File: config.mk
export PLATFORM = sky130hd
export DESIGN_NAME = iccm_bank_decode
export DESIGN_NICKNAME = d
export VERILOG_FILES = /design/src/hw/iccm_pkg.sv /design/src/hw/iccm_bank_decode.sv
export SDC_FILE = /design/constraint.sdc
export NUM_CORES = 1
export LEC_CHECK = 0
export BUFFER_PORTS_ARGS = -buffer_cell sky130_fd_sc_hd__buf_2
export CAP_MARGIN = 20
export CORE_AREA = 8 8 107 109
export DETAILED_ROUTE_END_ITERATION = 10
export DIE_AREA = 0 0 115 117
export PLACE_DENSITY = 0.64
export SYNTH_ARGS = -nofsm -noshare
export SYNTH_HDL_FRONTEND = slang
export SYNTH_SLANG_ARGS = --single-unit
File: constraint.sdc
create_clock -name vclk -period 2.2
set_input_delay 0.33 -clock vclk [all_inputs]
set_output_delay 0.33 -clock vclk [all_outputs]
set_load 0.01 [all_outputs]
File: src/hw/iccm_pkg.sv
`default_nettype none

package iccm_pkg;

   // ******************************
   // Sizes
   // ******************************

   localparam int ICCM_BITS = 12;   // Byte address bits, 4 KiB
   localparam int WORD_W    = 39;   // 32 data + 7 check
   localparam int DATA_W    = 32;

   // Write size code for a double-word store
   localparam logic [1:0] SIZE_DWORD = 2'b11;

   // ******************************
   // Address and word types
   // ******************************

   typedef logic [WORD_W-1:0]    iccm_word_t;
   typedef logic [ICCM_BITS-1:1] iccm_haddr_t;   // Halfword address
   typedef logic [ICCM_BITS-1:2] iccm_waddr_t;   // Word address

   // ******************************
   // Request and response
   // ******************************

   typedef struct packed {
      logic                  rden;
      logic                  wren;
      logic                  correct_ecc;   // Capture into a redundant row
      iccm_haddr_t           addr;
      logic [1:0]            wr_size;
      logic [2*WORD_W-1:0]   wr_data;       // {high word, low word}
   } iccm_req_t;

   typedef struct packed {
      logic [2*DATA_W-1:0]   rd_data;
      logic [3*WORD_W-1:0]   rd_data_ecc;   // {high, middle, low}
   } iccm_rsp_t;

endpackage

`default_nettype wire
File: src/hw/iccm_bank_decode.sv
`timescale 1ns/100ps
`default_nettype none

module iccm_bank_decode #(
   parameter  int num_banks = 4,
   localparam int row_w     = iccm_pkg::ICCM_BITS - 2 - $clog2(num_banks)
) (
   input  wire iccm_pkg::iccm_req_t                  req,
   output logic [num_banks-1:0]                      bank_wren,
   output logic [num_banks-1:0]                      bank_rden,
   output logic [num_banks-1:0][row_w-1:0]           bank_addr,
   output iccm_pkg::iccm_word_t [num_banks-1:0]      bank_wdata
);

   localparam int bank_bits = $clog2(num_banks);
   localparam int row_lsb   = bank_bits + 2;

   iccm_pkg::iccm_haddr_t   addr_md;
   iccm_pkg::iccm_haddr_t   addr_hi;
   logic [bank_bits-1:0]    bank_lo;
   logic [bank_bits-1:0]    bank_md;
   logic [bank_bits-1:0]    bank_hi;
   logic [row_w-1:0]        row_lo;
   logic [row_w-1:0]        row_md;
   logic [row_w-1:0]        row_hi;
   logic                    dword;

   // ******************************
   // Read window
   // ******************************

   // Middle and high words of the fetch, may wrap into the next row
   assign addr_md = req.addr + 2'd2;
   assign addr_hi = req.addr + 2'd3;

   assign bank_lo = req.addr[row_lsb-1:2];
   assign bank_md = addr_md[row_lsb-1:2];
   assign bank_hi = addr_hi[row_lsb-1:2];

   assign row_lo = req.addr[iccm_pkg::ICCM_BITS-1:row_lsb];
   assign row_md = addr_md[iccm_pkg::ICCM_BITS-1:row_lsb];
   assign row_hi = addr_hi[iccm_pkg::ICCM_BITS-1:row_lsb];

   assign dword = (req.wr_size == iccm_pkg::SIZE_DWORD);

   // ******************************
   // Per-bank controls
   // ******************************

   for (genvar i = 0; i < num_banks; i++) begin : g_bank
      logic wr_lo;   // Bank holds the base word of a write

      assign wr_lo = req.wren & (bank_lo == bank_bits'(i));

      assign bank_wren[i] = wr_lo | (req.wren & dword & (bank_hi == bank_bits'(i)));

      assign bank_rden[i] = req.rden & ((bank_lo == bank_bits'(i)) |
                                        (bank_md == bank_bits'(i)) |
                                        (bank_hi == bank_bits'(i)));

      // Write target first, then high, middle, base
      assign bank_addr[i] = wr_lo                       ? row_lo :
                            (bank_hi == bank_bits'(i))  ? row_hi :
                            (bank_md == bank_bits'(i))  ? row_md :
                                                          row_lo;

      // Even banks take the low lane, odd banks the high lane
      assign bank_wdata[i] = (i % 2 == 1) ?
                             req.wr_data[2*iccm_pkg::WORD_W-1:iccm_pkg::WORD_W] :
                             req.wr_data[iccm_pkg::WORD_W-1:0];
   end

endmodule

`default_nettype wire

==> summary.txt, run 1 <==
Layout
  • Share of layout cells above drive strength 1: 59.48%
  • Most common cell after layout, fill and taps aside: buf_2
  • Post-Layout Cell Count: 442
  • Leading cell types in the layout, fill and taps excluded: 51 x buf_2, 48 x buf_4, 15 x nand2_1
  • FFs & Latches: 0
  • Nets: 408
  • Area delta synth->final: 5.266%
  • Ant. Diodes: 0
  • Final Util: 27.01%
  • Finished Cell Area: 2676 um^2
  • Clkbuf count: 0
  • Register area: 0 um^2

STA
  • Final setup margin: 0.02112 ns
  • Final Max Tran Viols: 0
  • Endpoints failing setup: 0
  • Final min period: 2.179 ns
  • RSZ-0062 raised after global routing: yes
  • Relative slew slack: 62.09%
  • FMAX: 459.0 MHz
  • Fin crit share: 99.04%
  • Worst-Margin Slew: 0.5647 ns
  • Final Hold Viols: 0

Route
  • Final wirelength: 8.585 mm
  • Avg WL per Cell: 19.42 um
  • Via count: 2,243
  • Antenna Nets Post-Route: 0
  • Detailed Routing Iterations Pass 1: 4
  • Drt initial violations: 180
  • DRC: 0
  • Vias per cell: 5.075

Clock tree
  • Hold_buf cts: 0

Setup path
  • Crit path capture: bank_addr[30]
  • CP startpoint: req[81]
  • Critical Path AT: 1.85 ns
  • Crit path kind: in2out
  • CP Capture Type: output port
  • Crit start category: primary input
  • CP required: 1.87 ns
  • Crit path max fanout: 6

Power and ir drop
  • Worst IR Drop VDD: 89.26 uV
  • Leak: 1.007 nW
  • Power per cell area: 271.8 nW/um^2

Status
  • Status: completed

Place
  • Setup WS pre-CTS: -0.3318 ns
  • Final GP Congestion: 0.9461
  • Port Buffer Count: 55
  • Post-DP HPWL: 6.886 mm
  • Placement Cell Area: 2128 um^2
  • Placed Cells: 439

Flow run
  • Max-cap check violation count: 0

Logic synthesis
  • Post-Syn Area: 2542 um^2
  • Synth warn: 0
  • Syn avg cell area: 6.890 um^2
  • Seq/Total Area, Yosys: 0%
  • Cells after Synth: 369
  • Yosys cell types: 46
  • Net Count, Synth: 469

GRT
  • GRT Total Usage: 11.71%
  • First-pass GRT wire length: 12.50 mm
  • Largest net degree at the start of global routing: 15
  • Grt ovf: 0
  • Vias in the first global route: 2,322
  • Antenna violations before repair: 0

Floorplanning
  • CORE AREA: 9907 um^2
  • Die Height: 117 um
  • Row cnt: 37
  • # IOs: 290
  • Die Area: 13,460 um^2
  • Initial Util: 25.66%
  • Die width: 115 um

Worst hold path
  • Worst Hold Class: in2out
-- through the flow --
step / power [W] / TNS, ns / hold WS [ns]
after floorplan: 0.0006067 / 0 / 0.7518
after global placement: 0.0005746 / -5.036 / 0.6601
after detailed placement: 0.0005788 / -6.195 / 0.6601
after CTS: 0.0006456 / -0.02269 / 0.6601
after global routing: 0.0007815 / -0.3407 / 0.6600
final: 0.0007274 / 0 / 0.6600
-- cell usage after synthesis (all sizes together), types with 2 or more instances --
cell type | number | share of area, %
inv | 10 | 1.5
o221ai | 3 | 1.0
ha | 6 | 3.0
nor3 | 12 | 2.8
o21a | 3 | 0.89
nand3b | 2 | 0.59
xor2 | 6 | 2.1
nor4 | 14 | 4.6
o31a | 3 | 1.0
a21boi | 2 | 0.59
a22o | 5 | 1.7
o21ai | 22 | 4.3
nor2 | 9 | 1.3
a2111oi | 2 | 0.69
and2 | 4 | 0.98
buf | 169 | 49
a21oi | 17 | 3.5
nand3 | 9 | 2.0
xnor2 | 10 | 3.7
nand2 | 20 | 3.1
o31ai | 2 | 0.59
nand4 | 4 | 0.98
a221oi | 11 | 3.8
o22ai | 7 | 1.7
clkbuf | 6 | 0.89
-- power breakdown --
part / leakage [nW] / switching [W] / internal [W]
Combinational: 1.01 / 0.000416 / 0.000311
Sequential: 0 / 0 / 0
Clock: 0 / 0 / 0
-- logic make-up after synthesis --
family                   share of synthesized area (%)
AO/OA/AOI/OAI                                    22.20
buffers and inverters                            51.72
adder cells (fa/ha/maj)                          2.953
AND/OR/NAND/NOR                                  17.32
XOR/XNOR                                         5.807
-- layout make-up --
type | count | area [um^2]
Timing Repair Buffer | 112 | 774.5
Fill cell | 1090 | 7231
Multi-Input combinational cell | 184 | 1688
Inverter | 10 | 43.79
Tap cell | 136 | 170.2
-- how the worst min path moves through the flow --
stage | endpoint | startpoint | cells past startpoint
after CTS | bank_wdata[136] | req[58] | 0
after global placement | bank_wdata[136] | req[58] | 0
after detailed placement | bank_wdata[136] | req[58] | 0
after global routing | bank_wdata[147] | req[69] | 0
after floorplan | bank_wdata[0] | req[0] | 1
final | bank_wdata[10] | req[10] | 0
-- worst max-delay path, stage by stage --
cell,delay (ns)
buf_8,0.08
buf_4,0.11
ha_4,0.19
nand3_2,0.11
buf_4,0.16
o21a_1,0.24
nor4_1,0.41
a221oi_2,0.06
buf_2,0.16
-- layer usage --
metal	routed length [um]	vias up	global-route usage, %
met1	2999	1033	12.13
li1	-	1013	-
met2	4127	123	19.99
met5	0	-	0
met4	684	0	9.370
met3	773	74	2.976
-- what timing repair did --
action	in CTS	in global routing
resized for setup	51	56
buffers inserted	1	3
pin swaps	10	19
endpoints found under the setup margin	35	26
Note: power is estimated with default switching activity, not from simulation.
==> run 2, diff against run 1 <==
==> constraint.sdc (replaced) <==
create_clock -name vclk -period 2.2
set_input_delay 0.33 -clock vclk [all_inputs]
set_output_delay 0.33 -clock vclk [all_outputs]
set_load 0.1 [all_outputs]
==> summary.txt, run 2 (same netlist as run 1, synthesis figures left out) <==
Layout
  • Post-Layout Cell Count: 487 (+10%)
  • Area delta synth->final: 63.44%
  • Clkbuf count: 0 (unchanged)
  • Share of layout cells above drive strength 1: 74.07% (+15 points)
  • Leading cell types in the layout, fill and taps excluded: 87 x buf_4, 44 x buf_12, 13 x buf_6
  • Register area: 0 um^2 (unchanged)
  • Ant. Diodes: 0 (unchanged)
  • Most common cell after layout, fill and taps aside: buf_4
  • FFs & Latches: 0 (unchanged)
  • Nets: 453 (+11%)

GRT
  • First-pass GRT wire length: 13.65 mm (+9.2%)
  • Grt ovf: 0 (unchanged)
  • GRT Total Usage: 12.79% (+1.1 points)
  • Antenna violations before repair: 0 (unchanged)
  • Vias in the first global route: 2,442 (+5.2%)
  • Largest net degree at the start of global routing: 12 (-3)

Setup path
  • CP bufs+invs: 6 (+2)
  • Crit path max fanout: 7 (+1)
  • Crit-path slowest cell: a221oi_4
  • CP top delay family: buffers and inverters
  • CP max stage delay: 0.31 ns (-0.10 ns)
  • Crit start category: primary input
  • Critical Path AT: 1.97 ns (+0.12 ns)
  • Crit path depth: 10 (+1)
  • Crit path kind: in2out
  • CP required: 1.87 ns (about the same)
  • CP most frequent cell: buf_12
  • CP Capture Type: output port
  • Worst path cell trace: buf_12, inv_16, ha_4, clkinvlp_4, buf_12, nor2_4, o21ai_4, buf_6, a221oi_4, buf_12

Worst hold path
  • Hold endpoint: bank_wdata[103]
  • Worst Hold Class: in2out
  • Hold depth: 0 (unchanged)
  • Hold Crit Start: req[25]

STA
  • Worst-Margin Slew: 0.4275 ns (-0.1372 ns)
  • Relative slew slack: 71.50% (+9.4 points)
  • FMAX: 434.8 MHz (-5.3%)
  • Final Max Tran Viols: 0 (unchanged)
  • Final min period: 2.300 ns (+0.1211 ns)
  • Setup_tns: -1.104 ns (-1.104 ns)
  • Final setup margin: -0.1000 ns (-0.1211 ns)
  • Endpoints failing setup: 25 (+25)
  • Final Hold Viols: 0 (unchanged)
  • Fin crit share: 104.5% (+5.5 points)
  • RSZ-0062 raised after global routing: yes

Power and ir drop
  • Power per cell area: 448.2 nW/um^2 (+65%)
  • Leak: 1.616 nW (+60%)
  • Worst IR Drop VDD: 154.9 uV (+74%)

Status
  • Status: complete, but fails checks
  • Failing checks: negative setup slack

Place
  • Final GP Congestion: 0.9033 (-4.5%)
  • Post-DP HPWL: 7.504 mm (+9.0%)
  • Port Buffer Count: 55 (unchanged)
  • Setup WS pre-CTS: -0.2692 ns (+0.06259 ns)
  • Placed Cells: 473 (+7.7%)

Route
  • Detailed Routing Iterations Pass 1: 4 (unchanged)
  • DRC: 0 (unchanged)
  • Via count: 2,423 (+8.0%)
  • Drt initial violations: 110 (-39%)
  • Final wirelength: 9.156 mm (+6.7%)
  • Avg WL per Cell: 18.80 um (-3.2%)
  • Vias per cell: 4.975 (-2.0%)
  • Antenna Nets Post-Route: 0 (unchanged)

Floorplanning
  • CORE AREA: 9907 um^2 (unchanged)
  • # IOs: 290 (unchanged)
  • Die Area: 13,460 um^2 (unchanged)
  • Row cnt: 37 (unchanged)
  • Initial Util: 25.66% (unchanged)
  • Die Height: 117 um (unchanged)
  • Die width: 115 um (unchanged)

Flow run
  • Max-cap check violation count: 0 (unchanged)

Clock tree
  • Hold_buf cts: 0 (unchanged)
[run 2: area by class of cell]
type	count	area, um^2
fill	963	5752
inverter	10	65.06
multi-input combinational	184	2165
tap	136	170.2
timing repair buffer	157	1755
[run 2: power by group]
part | switching (W) | leakage, nW | internal [W] | total, W
Sequential | 0 | 0 | 0 | 0
Combinational | 0.00114 | 1.62 | 0.000722 | 0.00186
Clock | 0 | 0 | 0 | 0
Total | 0.00114 | 1.62 | 0.000722 | 0.00186
[run 2: how the worst max path moves through the flow]
stage | startpoint | endpoint | slack (ns)
5_1_grt | req[82] | bank_addr[0] | -0.18
6_report | req[81] | bank_addr[22] | -0.10
2_1_floorplan | req[87] | bank_addr[30] | -0.25
3_5_place_dp | req[81] | bank_addr[22] | -0.27
4_1_cts | req[81] | bank_addr[19] | -0.06
3_3_place_gp | req[81] | bank_addr[22] | -0.22
[run 2: layer usage]
metal,vias to the layer above,track usage [%],part of all wire [%]
met2,127,22.95,53
met5,-,0,0
met1,1144,13.91,34
met4,0,6.042,3.7
li1,1105,-,-
met3,47,3.130,8.8
[run 2: stage by stage]
stage          hold slack [ns]  area (um^2)  util [%]  total power, W
4_1_cts                 0.6610         4003     40.40        0.001829
3_3_place_gp            0.6610         3749     37.84        0.001752
3_5_place_dp            0.6610         3749     37.84        0.001762
5_1_grt                 0.6602         4155     41.94        0.001928
2_1_floorplan           0.8715         3363         -        0.002452
6_report                0.6600         4155     41.94        0.001863
[run 2: what timing repair did]
action	CTS	global route
endpoints found under the setup margin	34	32
endpoints found under the hold margin	0	0
setup buffers	6	8
pin swaps	24	14
resized for setup	45	23
cloned	0	0
==> run 3, diff against run 2 <==
- SKIP_LAST_GASP: not set -> 1
==> summary.txt, run 3 (same netlist as run 1, synthesis figures left out) <==
Setup path
  • CP bufs+invs: 3 (-3)
  • Crit-path slowest cell: a221oi_4
  • CP top delay family: compound AO/OA/AOI/OAI gates
  • Crit path max fanout: 7 (unchanged)
  • CP Capture Type: output port
  • Crit path kind: in2out
  • CP max stage delay: 0.36 ns (+0.05 ns)
  • CP required: 1.87 ns (about the same)
  • Crit start category: primary input
  • Worst path cell trace: buf_4, ha_2, buf_6, a21oi_4, o31a_1, nor2_4, a221oi_4, buf_12
  • Critical Path AT: 1.95 ns (-0.02 ns)

STA
  • Endpoints failing setup: 23 (-8.0%)
  • Final Hold Viols: 0 (unchanged)
  • Relative slew slack: 71.01% (-0.49 points)
  • Final min period: 2.281 ns (-0.01885 ns)
  • Final Max Tran Viols: 0 (unchanged)
  • Final setup margin: -0.08119 ns (+0.01885 ns)
  • RSZ-0062 raised after global routing: yes
  • Worst-Margin Slew: 0.4348 ns (+0.007335 ns)
  • Fin crit share: 103.7% (-0.86 points)
  • FMAX: 438.4 MHz (+0.83%)

GRT
  • Met1 Track Usage GR: 13.94% (+0.030 points)
  • Antenna violations before repair: 0 (unchanged)
  • Grt ovf: 0 (unchanged)
  • Largest net degree at the start of global routing: 12 (unchanged)
  • GR Layer Usage met3: 3.130% (unchanged)
  • First-pass GRT wire length: 13.66 mm (+0.10%)
  • Vias in the first global route: 2,448 (+0.25%)
  • Gr busiest metal: met2
  • Met2 Track Usage GR: 22.95% (unchanged)
  • GRT Total Usage: 12.80% (about the same)

Route
  • Vias per cell: 4.994 (+0.37%)
  • Drt initial violations: 131 (+19%)
  • Detailed Routing Iterations Pass 1: 4 (unchanged)
  • Via count: 2,432 (+0.37%)
  • Avg WL per Cell: 18.87 um (+0.37%)
  • DRC: 0 (unchanged)
  • Antenna Nets Post-Route: 0 (unchanged)
  • Final wirelength: 9.190 mm (+0.37%)

Power and ir drop
  • Leak: 1.615 nW (about the same)
  • Worst IR Drop VDD: 154.8 uV (about the same)
  • Power per cell area: 448.4 nW/um^2 (about the same)

Place
  • Setup WS pre-CTS: -0.2692 ns (unchanged)
  • Post-DP HPWL: 7.504 mm (unchanged)
  • Final GP Congestion: 0.9033 (unchanged)
  • Placement Cell Area: 3749 um^2 (unchanged)
  • Port Buffer Count: 55 (unchanged)

Status
  • Failing checks: negative setup slack
  • Status: complete, but fails checks

Layout
  • Area delta synth->final: 63.14%
  • Leading cell types in the layout, fill and taps excluded: 88 x buf_4, 44 x buf_12, 13 x a21oi_1
  • Share of layout cells above drive strength 1: 73.79% (-0.28 points)
  • Nets: 453 (unchanged)
  • FFs & Latches: 0 (unchanged)
  • Finished Cell Area: 4148 um^2 (-0.18%)
  • Ant. Diodes: 0 (unchanged)
  • Clkbuf count: 0 (unchanged)
  • Most common cell after layout, fill and taps aside: buf_4
  • Register area: 0 um^2 (unchanged)

Flow run
  • Max-cap check violation count: 0 (unchanged)

Worst hold path
  • Worst Hold Class: in2out

Floorplanning
  • # IOs: 290 (unchanged)
  • Initial Util: 25.66% (unchanged)
  • Die Height: 117 um (unchanged)
  • CORE AREA: 9907 um^2 (unchanged)
  • Row cnt: 37 (unchanged)
  • Die width: 115 um (unchanged)
  • Die Area: 13,460 um^2 (unchanged)

Clock tree
  • Hold_buf cts: 0 (unchanged)
[run 3: cell types whose count changed in the layout (fill, tap and decap cells not counted)]
cell     before  now
buf_4        87   88
a21oi_1      12   13
a21oi_2       3    2
buf_6        13   12
[run 3: path summary, 6_finish.rpt]
kind / cells after the start / endpoint / start / slack (ns)
worst min-delay path: 0 / bank_wdata[103] / req[25] / 0.66
worst max-delay path: 8 / bank_addr[14] / req[82] / -0.08
[run 3: final cells by class]
| cell class | count | area (um^2) |
|---|---|---|
| fillers | 964 | 5759 |
| inverters | 10 | 65.06 |
| repair buffers | 157 | 1752 |
| well taps | 136 | 170.2 |
| multi-input cells | 184 | 2161 |
[run 3: power by group]
| group | leakage [nW] | switching, W | internal, W |
|---|---|---|---|
| Sequential | 0 | 0 | 0 |
| Clock | 0 | 0 | 0 |
| Combinational | 1.61 | 0.00114 | 0.000721 |
[run 3: timing repair]
| item | CTS | global route |
|---|---|---|
| pin swaps | 23 | 15 |
| setup endpoints to repair | 34 | 32 |
| setup buffers | 6 | 8 |
| resized for setup | 45 | 21 |
[run 3: metrics by stage]
stage	utilization, %	hold WS [ns]	TNS (ns)	power, W	instances
floorplan	-	0.8715	-2.990	0.002452	369
detailed placement	37.84	0.6610	-4.692	0.001762	473
CTS	40.40	0.6610	-0.6844	0.001829	479
global route	41.87	0.6602	-2.501	0.001926	487
global placement	37.84	0.6610	-3.933	0.001752	473
finish	41.87	0.6600	-0.8387	0.001860	487
[run 3: layer usage]
layer,share of wire [%],vias up
li1,-,1105
met2,52,132
met4,4.1,0
met1,34,1145
met5,0,-
met3,9.2,50
