==> src/hw/iccm_pkg.sv <==
`default_nettype none

package iccm_pkg;

   // ******************************
   // Sizes
   // ******************************

   localparam int ICCM_BITS = 12;   // Byte address bits, 4 KiB
   localparam int WORD_W    = 39;   // 32 data + 7 check
   localparam int DATA_W    = 32;

   // Write size code for a double-word store
   localparam logic [1:0] SIZE_DWORD = 2'b11;

   // ******************************
   // Address and word types
   // ******************************

   typedef logic [WORD_W-1:0]    iccm_word_t;
   typedef logic [ICCM_BITS-1:1] iccm_haddr_t;   // Halfword address
   typedef logic [ICCM_BITS-1:2] iccm_waddr_t;   // Word address

   // ******************************
   // Request and response
   // ******************************

   typedef struct packed {
      logic                  rden;
      logic                  wren;
      logic                  correct_ecc;   // Capture into a redundant row
      iccm_haddr_t           addr;
      logic [1:0]            wr_size;
      logic [2*WORD_W-1:0]   wr_data;       // {high word, low word}
   } iccm_req_t;

   typedef struct packed {
      logic [2*DATA_W-1:0]   rd_data;
      logic [3*WORD_W-1:0]   rd_data_ecc;   // {high, middle, low}
   } iccm_rsp_t;

endpackage

`default_nettype wire
==> src/hw/iccm_redundancy.sv <==
`timescale 1ns/100ps
`default_nettype none

module iccm_redundancy #(
   parameter int num_banks = 4
) (
   input  wire logic                   clk,
   input  wire logic                   arst_n,
   input  wire iccm_pkg::iccm_req_t    req,
   output logic [num_banks-1:0]        sel_row0_q,
   output logic [num_banks-1:0]        sel_row1_q,
   output iccm_pkg::iccm_word_t        row0_data,
   output iccm_pkg::iccm_word_t        row1_data
);

   localparam int bank_bits = $clog2(num_banks);
   localparam int row_lsb   = bank_bits + 2;

   iccm_pkg::iccm_haddr_t   addr_md;
   iccm_pkg::iccm_haddr_t   addr_hi;
   iccm_pkg::iccm_waddr_t   waddr_lo;
   iccm_pkg::iccm_waddr_t   waddr_md;
   iccm_pkg::iccm_waddr_t   waddr_hi;
   iccm_pkg::iccm_word_t    wr_lo;
   iccm_pkg::iccm_word_t    wr_hi;
   logic                    dword;

   // Two redundant rows and the replacement pointer
   iccm_pkg::iccm_waddr_t   row_addr [2];
   iccm_pkg::iccm_word_t    row_data [2];
   logic [1:0]              row_valid;
   logic                    lru;

   logic [1:0]              capture;
   logic [1:0]              update;
   logic [1:0]              use_high;
   logic [1:0]              hit_lo;
   logic [1:0]              hit_md;
   logic [1:0]              hit_hi;
   logic [1:0][num_banks-1:0] sel_d;

   assign addr_md  = req.addr + 2'd2;
   assign addr_hi  = req.addr + 2'd3;
   assign waddr_lo = req.addr[iccm_pkg::ICCM_BITS-1:2];
   assign waddr_md = addr_md[iccm_pkg::ICCM_BITS-1:2];
   assign waddr_hi = addr_hi[iccm_pkg::ICCM_BITS-1:2];

   assign wr_lo = req.wr_data[iccm_pkg::WORD_W-1:0];
   assign wr_hi = req.wr_data[2*iccm_pkg::WORD_W-1:iccm_pkg::WORD_W];
   assign dword = (req.wr_size == iccm_pkg::SIZE_DWORD);

   // ******************************
   // Row capture and update
   // ******************************

   always_comb begin
      for (int r = 0; r < 2; r++) begin
         capture[r] = req.correct_ecc & (lru == 1'(r));   // LRU picks the victim
         // Same word, or a double word covering the pair
         update[r] = req.wren & row_valid[r] &
                     (waddr_lo[iccm_pkg::ICCM_BITS-1:3] == row_addr[r][iccm_pkg::ICCM_BITS-1:3]) &
                     ((waddr_lo[2] == row_addr[r][2]) | dword);
         use_high[r] = row_addr[r][2] & (dword | waddr_lo[2]);
      end
   end

   always_ff @(posedge clk or negedge arst_n) begin
      if (!arst_n) begin
         row_valid   <= '0;
         row_addr[0] <= '0;
         row_addr[1] <= '0;
         lru         <= 1'b0;
      end else begin
         for (int r = 0; r < 2; r++) begin
            if (capture[r]) begin
               row_valid[r] <= 1'b1;
               row_addr[r]  <= waddr_lo;
            end
         end
         if (req.correct_ecc) begin
            lru <= ~lru;
         end
      end
   end

   // Capture wins over a write update in the same cycle
   always_ff @(posedge clk) begin
      for (int r = 0; r < 2; r++) begin
         if (capture[r]) begin
            row_data[r] <= wr_lo;
         end else if (update[r]) begin
            row_data[r] <= use_high[r] ? wr_hi : wr_lo;
         end
      end
   end

   assign row0_data = row_data[0];
   assign row1_data = row_data[1];

   // ******************************
   // Read substitution selects
   // ******************************

   always_comb begin
      for (int r = 0; r < 2; r++) begin
         hit_lo[r] = row_valid[r] & (waddr_lo == row_addr[r]);
         hit_md[r] = row_valid[r] & (waddr_md == row_addr[r]);
         hit_hi[r] = row_valid[r] & (waddr_hi == row_addr[r]);
         for (int i = 0; i < num_banks; i++) begin
            sel_d[r][i] = req.rden &
                          ((hit_lo[r] & (req.addr[row_lsb-1:2] == bank_bits'(i))) |
                           (hit_md[r] & (addr_md[row_lsb-1:2] == bank_bits'(i))) |
                           (hit_hi[r] & (addr_hi[row_lsb-1:2] == bank_bits'(i))));
         end
      end
   end

   always_ff @(posedge clk or negedge arst_n) begin
      if (!arst_n) begin
         sel_row0_q <= '0;
         sel_row1_q <= '0;
      end else begin
         sel_row0_q <= sel_d[0];   // Aligned with bank Q
         sel_row1_q <= sel_d[1];
      end
   end

endmodule

`default_nettype wire

==> config.mk <==
export PLATFORM = sky130hd
export DESIGN_NAME = iccm_redundancy
export DESIGN_NICKNAME = d
export VERILOG_FILES = /design/src/hw/iccm_pkg.sv /design/src/hw/iccm_redundancy.sv
export SDC_FILE = /design/constraint.sdc
export NUM_CORES = 1
export LEC_CHECK = 0
export BUFFER_PORTS_ARGS = -buffer_cell sky130_fd_sc_hd__buf_2
export CAP_MARGIN = 25
export CELL_PAD_IN_SITES_DETAIL_PLACEMENT = 2
export CELL_PAD_IN_SITES_GLOBAL_PLACEMENT = 2
export CORE_UTILIZATION = 37
export CTS_CLUSTER_SIZE = 14
export DETAILED_ROUTE_END_ITERATION = 10
export PLACE_DENSITY_LB_ADDON = 0.1
export SYNTH_ARGS = -nofsm -noshare
export SYNTH_HDL_FRONTEND = slang
export SYNTH_SLANG_ARGS = --single-unit
==> constraint.sdc <==
create_clock -name clk -period 12.28 [get_ports clk]
set_clock_uncertainty 0.05 [all_clocks]
set_input_delay 0.614 -clock clk [delete_from_list [all_inputs] [get_ports clk]]
set_output_delay 0.614 -clock clk [all_outputs]
set_load 0.01 [all_outputs]
==> impl_metrics.prom, run 1 <==
# TYPE chip_impl_metric gauge
chip_impl_info{name="crit_path_end_kind",value="register"} 1
chip_impl_metric{name="place.detailed.hpwl",unit="mm"} 14.81
chip_impl_metric{name="die_w",unit="um"} 130.6
chip_impl_metric{name="layout_cell_share_with_drive_strength_beyond_1",unit="%"} 46.88
chip_impl_metric{name="crit_path_max_fanout",unit=""} 14
chip_impl_metric{name="gp_congestion",unit=""} 0.8463
chip_impl_metric{name="globalRoute.totalOverflow",unit=""} 0
chip_impl_metric{name="portBuffers",unit=""} 181
chip_impl_metric{name="io_pins",unit=""} 182
chip_impl_metric{name="cts_max_path_buffers",unit=""} 2
chip_impl_metric{name="drt_iter0_drc",unit=""} 268
chip_impl_metric{name="fmax",unit="MHz"} 324.0
chip_impl_metric{name="peakVddDrop",unit="mV"} 0.06896
chip_impl_info{name="run_status",value="finished, final reports clean"} 1
chip_impl_metric{name="min_period",unit="ns"} 3.086
chip_impl_info{name="main_flop_type_after_synthesis",value="sky130_fd_sc_hd__edfxtp_1"} 1
chip_impl_metric{name="floorplan.initialDensity",unit="%"} 38.22
chip_impl_metric{name="worst_slew_pin_slew",unit="ns"} 1.047
chip_impl_metric{name="power.switching",unit="uW"} 465.8
chip_impl_metric{name="switching_share",unit="%"} 36.73
chip_impl_metric{name="crit_required",unit="ns"} 12.44
chip_impl_metric{name="power.share.sequential",unit="%"} 43.5
chip_impl_metric{name="drt_via_density",unit=""} 5.403
chip_impl_metric{name="ant_nets",unit=""} 0
chip_impl_info{name="endpoint_of_the_worst_register_to_register_path",value="row_data[1][1]"} 1
chip_impl_metric{name="wl_per_cell",unit="um"} 22.43
chip_impl_metric{name="p_int",unit="uW"} 802.4
chip_impl_metric{name="tns",unit="ns"} 0
chip_impl_info{name="kind_of_start_point_of_the_critical_path",value="input pin"} 1
chip_impl_info{name="synth_area_leaders",value="sky130_fd_sc_hd__edfxtp_1 38%, sky130_fd_sc_hd__mux2_2 14%, sky130_fd_sc_hd__dfrtp_1 13%"} 1
chip_impl_metric{name="std_cell_rows",unit=""} 46
chip_impl_metric{name="number_of_nets_in_the_layout",unit=""} 740
chip_impl_metric{name="total_routing_usage_gr",unit="%"} 22.77
chip_impl_metric{name="number_of_enable_flip_flop_cells_after_synthesis",unit=""} 78
chip_impl_metric{name="maxCapViolations",unit=""} 0
chip_impl_metric{name="htree_levels",unit=""} 3
chip_impl_metric{name="die-area",unit="sq um"} 17040
chip_impl_metric{name="seq_area_frac_synth",unit="%"} 50.99
chip_impl_info{name="cts_root_buf",value="sky130_fd_sc_hd__clkbuf_16"} 1
chip_impl_metric{name="yosys_register_bits",unit=""} 109
chip_impl_info{name="ys_top_cells_by_count",value="78 x sky130_fd_sc_hd__edfxtp_1, 74 x sky130_fd_sc_hd__mux2_2, 31 x sky130_fd_sc_hd__dfrtp_1, 24 x sky130_fd_sc_hd__nand2_1, 24 x sky130_fd_sc_hd__xnor2_1"} 1
chip_impl_metric{name="cp_data_arrival_time",unit="ns"} 3.25
chip_impl_metric{name="post_cts_resized",unit=""} 0
chip_impl_metric{name="synth_warnings",unit=""} 0
chip_impl_info{name="cpLargestDelayFamily",value="compound AO/OA/AOI/OAI gates"} 1
chip_impl_info{name="critPathKind",value="in -> reg"} 1
chip_impl_metric{name="hold_buffers",unit=""} 0
chip_impl_metric{name="die_height",unit="um"} 130.6
chip_impl_metric{name="number_of_antenna_violations_at_the_first_check_in_global_routing",unit=""} 2
chip_impl_metric{name="final-max-slew-violation-count",unit=""} 0
chip_impl_metric{name="drt_first_pass_iters",unit=""} 4
chip_impl_metric{name="power.clock.fraction",unit="%"} 22.9
chip_impl_metric{name="remaining_drc_errors",unit=""} 0
chip_impl_info{name="timing.critical_path.cells",value="buf_2 -> inv_1 -> ha_1 -> a21oi_1 -> o21ai_0 -> nor4b_1 -> nor3_1 -> o221ai_1"} 1
chip_impl_metric{name="first_pass_grt_wire_length",unit="mm"} 28.29
chip_impl_metric{name="count_of_cell_types_in_the_netlist",unit=""} 64
chip_impl_metric{name="detailroute.via_count",unit=""} 4636
chip_impl_metric{name="grt_start_max_net_pins",unit=""} 40
chip_impl_metric{name="number_of_global_route_vias_before_repair",unit=""} 4830
chip_impl_metric{name="post-cts-setup-buffer-count",unit=""} 0
chip_impl_info{name="hold_class",value="in -> async"} 1
chip_impl_metric{name="ff2ff_setup_slack",unit="ns"} 9.37
chip_impl_metric{name="slew_hr",unit="%"} 29.54
chip_impl_metric{name="crit_path_max_incr_delay",unit="ns"} 0.81
chip_impl_info{name="yosysMostFrequentCell",value="sky130_fd_sc_hd__edfxtp_1"} 1
chip_impl_metric{name="share_of_the_cycle_needed_by_the_critical_path_after_routing",unit="%"} 25.13
chip_impl_metric{name="tritoncts.num_buffers",unit=""} 9
chip_impl_metric{name="route.final.wire_length",unit="mm"} 19.25
chip_impl_metric{name="cts.sink_count",unit=""} 109
chip_impl_metric{name="post_place_instance_area",unit="sq um"} 7176
chip_impl_metric{name="yosys.area.top_type_share",unit="%"} 38.31
chip_impl_info{name="crit_path_top_delay_cell",value="sky130_fd_sc_hd__a21oi_1"} 1
chip_impl_metric{name="power.density_cell_area",unit="nW/um^2"} 169.8
chip_impl_info{name="synth_top_area_cell",value="sky130_fd_sc_hd__edfxtp_1"} 1
chip_impl_metric{name="layout-area-overhead-vs-synth",unit="%"} 22.12
chip_impl_metric{name="synth.net_count",unit=""} 573
chip_impl_metric{name="holdWs",unit="ns"} 0.2758
chip_impl_info{name="timing.rr.start",value="row_addr[4]"} 1
chip_impl_metric{name="cp_num_buf_inv",unit=""} 2
chip_impl_info{name="rsz0062_at_grt",value="false"} 1
chip_impl_metric{name="finalHoldViolations",unit=""} 0
chip_impl_metric{name="reg2reg_depth",unit=""} 6
chip_impl_metric{name="comb_power_share",unit="%"} 33.6
chip_impl_metric{name="synth_async_sr_flop_share",unit="%"} 28.44
chip_impl_metric{name="post_synth_inst_count",unit=""} 468
chip_impl_metric{name="path_clk_slew",unit="ns"} 0.08
chip_impl_metric{name="mean_post_synth_cell_area",unit="sq um"} 13.07
chip_impl_metric{name="clkLatencyLatePin",unit="ns"} 0.36
chip_impl_metric{name="power.static_leakage",unit="nW"} 2.941
chip_impl_metric{name="mappedNetlistArea",unit="sq um"} 6115
chip_impl_metric{name="finalPower",unit="mW"} 1.268
chip_impl_info{name="tritoncts",value="done"} 1
chip_impl_metric{name="placeable_core_region",unit="sq um"} 16000
chip_impl_metric{name="finalSetupViolations",unit=""} 0
chip_impl_metric{name="layout.cell_area.non_filler",unit="sq um"} 7467
## cells by family (layout without fill, tap and decap cells)
group | count (synthesis) | count (layout) | synth area share, %
AND/OR/NAND/NOR | 115 | 115 | 11.36
multiplexers | 94 | 94 | 17.93
adder cells (fa/ha/maj) | 9 | 9 | 1.842
buffers and inverters | 33 | 205 | 3.151
AO/OA/AOI/OAI | 68 | 68 | 7.796
XOR/XNOR | 40 | 40 | 6.937
other | 0 | 2 | 0
flip-flops | 109 | 109 | 50.99
## area by class of cell
class | count | area (sq um)
clock buffer | 9 | 225.2
tap | 216 | 270.3
fill | 1700 | 8533
antenna | 2 | 5.005
sequential | 109 | 3118
inverter | 3 | 11.26
multi-input combinational | 326 | 2833
clock inverter | 7 | 61.31
timing repair buffer | 186 | 943.4
## layer usage
| layer | track usage [%] | share of wire (%) |
|---|---|---|
| met5 | 0 | 0 |
| met4 | 7.708 | 1.4 |
| met3 | 3.746 | 5.3 |
| met2 | 38.69 | 51 |
| met1 | 29.45 | 42 |
## power groups by stage
stage               Clock [mW]  Sequential (mW)  Combinational (mW)
floorplan                    0            0.571               0.248
global placement             0            0.553               0.415
detailed placement           0            0.561               0.427
CTS                      0.300            0.553               0.428
global route             0.309            0.564               0.459
finish                   0.291            0.552               0.426
## worst max-delay path by stage
stage,startpoint,to,cells past startpoint
global route,req[81],sel_row0_q[0],8
CTS,req[81],sel_row0_q[0],8
finish,req[81],sel_row0_q[0],8
detailed placement,req[81],sel_row0_q[0],8
floorplan,req[87],row_data[0][0],5
global placement,req[85],row_data[1][7],7
## state kept, by name (all words and copies together) (netlist names)
| signal | cells |
|---|---|
| row_data | 78 |
| row_addr | 20 |
| sel_row0_q | 4 |
| sel_row1_q | 4 |
| row_valid | 2 |
| lru | 1 |
## cells in the final DEF, fill, tap and decap left out, types with 10 or more instances in the layout
master | Yosys | final
sky130_fd_sc_hd__buf_2 | 12 | 181
sky130_fd_sc_hd__edfxtp_1 | 78 | 78
sky130_fd_sc_hd__mux2_2 | 74 | 74
sky130_fd_sc_hd__dfrtp_1 | 31 | 31
sky130_fd_sc_hd__xnor2_1 | 24 | 24
sky130_fd_sc_hd__nand2_1 | 24 | 24
sky130_fd_sc_hd__nand4_1 | 20 | 20
sky130_fd_sc_hd__o21ai_0 | 20 | 18
sky130_fd_sc_hd__mux2_4 | 10 | 10
sky130_fd_sc_hd__mux2_1 | 10 | 10
sky130_fd_sc_hd__nand3_1 | 10 | 10
sky130_fd_sc_hd__xor2_1 | 10 | 10
sky130_fd_sc_hd__o221ai_1 | 10 | 10
## stage by stage
stage | util [%] | setup WS (ns) | instances
after detailed placement | 44.85 | 8.870 | 840
after global placement | 44.85 | 8.952 | 840
after global routing | 46.65 | 8.992 | 857
after floorplan | - | 7.443 | 468
final | 46.67 | 9.194 | 858
after CTS | 46.64 | 9.242 | 856
## worst register-to-register path, delay by kind of cell, from the launching register on
| kind | cells | cell delay (ns) |
|---|---|---|
| and+or+nand+nor | 3 | 0.84 |
| xor gates and xnor gates | 1 | 0.43 |
| muxes | 1 | 0.43 |
| DFF | 1 | 0.39 |
| buffers and inverters | 1 | 0.54 |
(Power assumes the default switching activity.)
==> run 2, diff against run 1 <==
--- a/config.mk
+++ b/config.mk
@@ -5,11 +5,12 @@
 export SDC_FILE = /design/constraint.sdc
 export NUM_CORES = 1
 export LEC_CHECK = 0
+export ABC_AREA = 1
 export BUFFER_PORTS_ARGS = -buffer_cell sky130_fd_sc_hd__buf_2
 export CAP_MARGIN = 25
 export CELL_PAD_IN_SITES_DETAIL_PLACEMENT = 2
 export CELL_PAD_IN_SITES_GLOBAL_PLACEMENT = 2
-export CORE_UTILIZATION = 37
+export CORE_UTILIZATION = 26
 export CTS_CLUSTER_SIZE = 14
 export DETAILED_ROUTE_END_ITERATION = 10
 export PLACE_DENSITY_LB_ADDON = 0.1
==> constraint.sdc (replaced) <==
create_clock -name clk -period 2.52 [get_ports clk]
set_clock_uncertainty 0.05 [all_clocks]
set_input_delay 0.126 -clock clk [delete_from_list [all_inputs] [get_ports clk]]
set_output_delay 0.126 -clock clk [all_outputs]
set_load 0.01 [all_outputs]
==> run 2 against run 1 <==
- flip-flop and latch count unchanged
- register-to-register slack lost 9.1 ns
- routed wire length up 16%
- first-iteration DRC count shrank 13%
- core utilization decreased by 13 points
- non-clock buffer count grew 14
- sequential power rose to 4.0 times the previous value
- critical path type is now reg -> reg
- largest cell class unchanged
==> impl_metrics.prom, run 2 <==
# TYPE chip_impl_metric gauge
chip_impl_metric{name="floorplan.initialDensity",unit="%"} 26.54
chip_impl_metric{name="drt_via_density",unit=""} 4.715
chip_impl_metric{name="globalRoute.totalOverflow",unit=""} 0
chip_impl_metric{name="post_synth_inst_count",unit=""} 756
chip_impl_info{name="cts_root_buf",value="sky130_fd_sc_hd__clkbuf_16"} 1
chip_impl_metric{name="hold_path_depth",unit=""} 3
chip_impl_metric{name="crit_path_max_incr_delay",unit="ns"} 0.40
chip_impl_info{name="hold_class",value="in -> reg"} 1
chip_impl_metric{name="synth.net_count",unit=""} 861
chip_impl_metric{name="crit_required",unit="ns"} 2.57
chip_impl_metric{name="drt_iter0_drc",unit=""} 233
chip_impl_metric{name="io_pins",unit=""} 182
chip_impl_metric{name="share_of_the_cycle_needed_by_the_critical_path_after_routing",unit="%"} 87.98
chip_impl_metric{name="mean_post_synth_cell_area",unit="sq um"} 7.947
chip_impl_metric{name="layout_cell_share_with_drive_strength_beyond_1",unit="%"} 23.65
chip_impl_metric{name="seq_area_frac_synth",unit="%"} 51.90
chip_impl_metric{name="synth_warnings",unit=""} 0
chip_impl_info{name="crit_path_top_delay_cell",value="sky130_fd_sc_hd__dfrtp_1"} 1
chip_impl_metric{name="slew_hr",unit="%"} 44.23
chip_impl_metric{name="remaining_drc_errors",unit=""} 0
chip_impl_metric{name="largest_register_ffs",unit=""} 78
chip_impl_metric{name="finalHoldViolations",unit=""} 0
chip_impl_info{name="timing.rr.start",value="row_addr[14]"} 1
chip_impl_metric{name="yosys.area.top_type_share",unit="%"} 38.98
chip_impl_info{name="run_status",value="finished, final reports clean"} 1
chip_impl_metric{name="layout-area-overhead-vs-synth",unit="%"} 27.34
chip_impl_info{name="max_flop_register",value="row_data"} 1
chip_impl_metric{name="die_w",unit="um"} 154.0
chip_impl_metric{name="placeable_core_region",unit="sq um"} 22640
chip_impl_metric{name="peakVddDrop",unit="mV"} 0.3353
chip_impl_metric{name="cp_data_arrival_time",unit="ns"} 2.27
chip_impl_metric{name="path_clk_slew",unit="ns"} 0.09
chip_impl_info{name="most_frequent_cells_in_the_layout",value="272 x sky130_fd_sc_hd__nand2_1, 181 x sky130_fd_sc_hd__buf_2, 98 x sky130_fd_sc_hd__inv_1, 78 x sky130_fd_sc_hd__edfxtp_1, 71 x sky130_fd_sc_hd__o21ai_0"} 1
chip_impl_metric{name="tns",unit="ns"} 0
chip_impl_metric{name="power.switching",unit="mW"} 1.624
chip_impl_metric{name="die-area",unit="sq um"} 23720
chip_impl_metric{name="comb_power_share",unit="%"} 23.4
chip_impl_metric{name="htree_levels",unit=""} 3
chip_impl_metric{name="maxCapViolations",unit=""} 0
chip_impl_info{name="cpMostUsedCell",value="sky130_fd_sc_hd__nand2_1"} 1
chip_impl_metric{name="cts_max_path_buffers",unit=""} 2
chip_impl_info{name="critPathKind",value="reg -> reg"} 1
chip_impl_info{name="crit_path_end_kind",value="register"} 1
chip_impl_metric{name="cts.sink_count",unit=""} 109
chip_impl_metric{name="finalSetupViolations",unit=""} 0
chip_impl_metric{name="switching_share",unit="%"} 33.73
chip_impl_metric{name="std_cell_rows",unit=""} 55
chip_impl_info{name="kind_of_start_point_of_the_critical_path",value="register"} 1
chip_impl_info{name="rsz0062_at_grt",value="false"} 1
chip_impl_metric{name="crit_path_max_fanout",unit=""} 78
chip_impl_info{name="timing.critical_path.cells",value="inv_1 -> nand2_1 -> nand2_1 -> nor2_1 -> nand3_2 -> nor3_4 -> and2_4 -> nand3_4 -> buf_12 -> nand2_1 -> o21ai_0"} 1
chip_impl_metric{name="finalPower",unit="mW"} 4.816
chip_impl_metric{name="gp_congestion",unit=""} 0.8624
chip_impl_metric{name="clkLatencyLatePin",unit="ns"} 0.36
chip_impl_info{name="synth_area_leaders",value="sky130_fd_sc_hd__edfxtp_1 39%, sky130_fd_sc_hd__nand2_1 17%, sky130_fd_sc_hd__dfrtp_1 13%"} 1
chip_impl_metric{name="route.final.wire_length",unit="mm"} 22.34
chip_impl_metric{name="number_of_global_route_vias_before_repair",unit=""} 6318
chip_impl_metric{name="drt_first_pass_iters",unit=""} 4
chip_impl_metric{name="ant_nets",unit=""} 0
chip_impl_metric{name="number_of_antenna_violations_at_the_first_check_in_global_routing",unit=""} 1
chip_impl_info{name="cp_startpoint",value="row_addr[14]"} 1
chip_impl_metric{name="p_int",unit="mW"} 3.192
chip_impl_info{name="layout_commonest_cell",value="sky130_fd_sc_hd__nand2_1"} 1
chip_impl_metric{name="power.density_cell_area",unit="nW/um^2"} 629.5
chip_impl_metric{name="portBuffers",unit=""} 181
chip_impl_info{name="synth_top_area_cell",value="sky130_fd_sc_hd__edfxtp_1"} 1
chip_impl_metric{name="number_of_nets_in_the_layout",unit=""} 1047
chip_impl_metric{name="grt_start_max_net_pins",unit=""} 79
chip_impl_info{name="main_flop_type_after_synthesis",value="sky130_fd_sc_hd__edfxtp_1"} 1
chip_impl_metric{name="power.static_leakage",unit="nW"} 3.926
chip_impl_metric{name="reg2reg_depth",unit=""} 11
chip_impl_metric{name="min_period",unit="ns"} 2.217
chip_impl_info{name="tritoncts",value="done"} 1
chip_impl_metric{name="count_of_cell_types_in_the_netlist",unit=""} 26
chip_impl_metric{name="die_height",unit="um"} 154.0
chip_impl_metric{name="final-max-slew-violation-count",unit=""} 0
chip_impl_metric{name="first_pass_grt_wire_length",unit="mm"} 34.71
chip_impl_metric{name="tritoncts.num_buffers",unit=""} 9
chip_impl_metric{name="yosys_register_bits",unit=""} 109
chip_impl_info{name="worst_hold_startpoint",value="req[30]"} 1
chip_impl_info{name="ys_top_cells_by_count",value="274 x sky130_fd_sc_hd__nand2_1, 98 x sky130_fd_sc_hd__inv_1, 78 x sky130_fd_sc_hd__edfxtp_1, 71 x sky130_fd_sc_hd__o21ai_0, 54 x sky130_fd_sc_hd__nor2_1"} 1
chip_impl_metric{name="synth_async_sr_flop_share",unit="%"} 28.44
chip_impl_metric{name="post_cts_resized",unit=""} 0
chip_impl_info{name="yosysMostFrequentCell",value="sky130_fd_sc_hd__nand2_1"} 1
chip_impl_metric{name="number_of_enable_flip_flop_cells_after_synthesis",unit=""} 78
chip_impl_info{name="top_regs",value="row_data (78), row_addr (20)"} 1
chip_impl_metric{name="worst_slew_pin_slew",unit="ns"} 0.8365
chip_impl_metric{name="place.detailed.hpwl",unit="mm"} 17.20
chip_impl_metric{name="fmax",unit="MHz"} 451.1
chip_impl_metric{name="detailroute.via_count",unit=""} 5814
chip_impl_metric{name="wl_per_cell",unit="um"} 18.12
chip_impl_metric{name="power.clock.fraction",unit="%"} 30.9
chip_impl_metric{name="total_routing_usage_gr",unit="%"} 19.10
chip_impl_metric{name="mappedNetlistArea",unit="sq um"} 6008
chip_impl_metric{name="power.share.sequential",unit="%"} 45.7
## run 2: timing repair
item	in CTS	in global routing
endpoints found under the hold margin	36	0
hold buffers	4	0
buffers inserted	0	0
## run 2: final cells by class
cell class | count | area (sq um)
antenna | 1 | 2.502
clock buffer | 9 | 225.2
clock inverter | 7 | 75.07
fill | 2652 | 14990
inverter | 101 | 379.1
multi-input combinational | 521 | 2386
sequential | 109 | 3118
tap | 285 | 356.6
timing repair buffer | 200 | 1109
## run 2: critical path, delay by kind of cell (launching register included)
kind / cells / cell delay, ns
AO/OA/AOI/OAI: 1 / 0.10
buffers and inverters: 2 / 0.30
AND/OR/NAND/NOR: 8 / 1.05
flip-flops: 1 / 0.40
## run 2: cell families after synthesis
| logic type | count (synthesis) | synth area share (%) |
|---|---|---|
| xor+xnor | 14 | 2.041 |
| flops | 109 | 51.90 |
| buf+inv | 126 | 8.559 |
| simple gates | 392 | 26.80 |
| compound gates | 106 | 8.830 |
| fa+ha+maj | 9 | 1.874 |
## run 2: routing by layer
metal  wire length [um]  global-route usage [%]  vias to the layer above
met3                904                   3.467                       27
met2              11070                   33.14                      147
li1                   -                       -                     2793
met1               9934                   24.23                     2847
met5                  0                       0                        -
met4                430                   5.238                        0
## run 2: worst paths after layout
kind	end	slack (ns)
worst max register to register	row_data[0][2]	0.30
max in group asynchronous	row_addr[6]	1.53
min in group asynchronous	sel_row1_q[2]	0.36
worst min-delay path	row_data[1][30]	0.01
worst min register to register	lru	0.46
worst max-delay path	row_data[0][2]	0.30
## run 2: through the flow
step	worst slack, ns	std cells	util [%]	cell area [sq um]	hold WS (ns)
floorplan	0.03423	756	-	6008	-0.2196
global route	0.1394	1233	33.79	7651	0.01016
global placement	0.3319	1212	32.28	7308	0.2086
finish	0.3030	1233	33.79	7651	0.01426
detailed placement	0.1770	1212	32.28	7308	0.2242
CTS	0.3197	1232	33.78	7649	0.0001487
## run 2: power by group through the flow
| stage | Combinational (mW) | Clock (mW) | Sequential (mW) |
|---|---|---|---|
| 2_1_floorplan | 0.586 | 0 | 2.27 |
| 3_3_place_gp | 1.10 | 0 | 2.23 |
| 3_5_place_dp | 1.14 | 0 | 2.24 |
| 4_1_cts | 1.15 | 1.54 | 2.20 |
| 5_1_grt | 1.27 | 1.60 | 2.22 |
| 6_report | 1.13 | 1.49 | 2.20 |
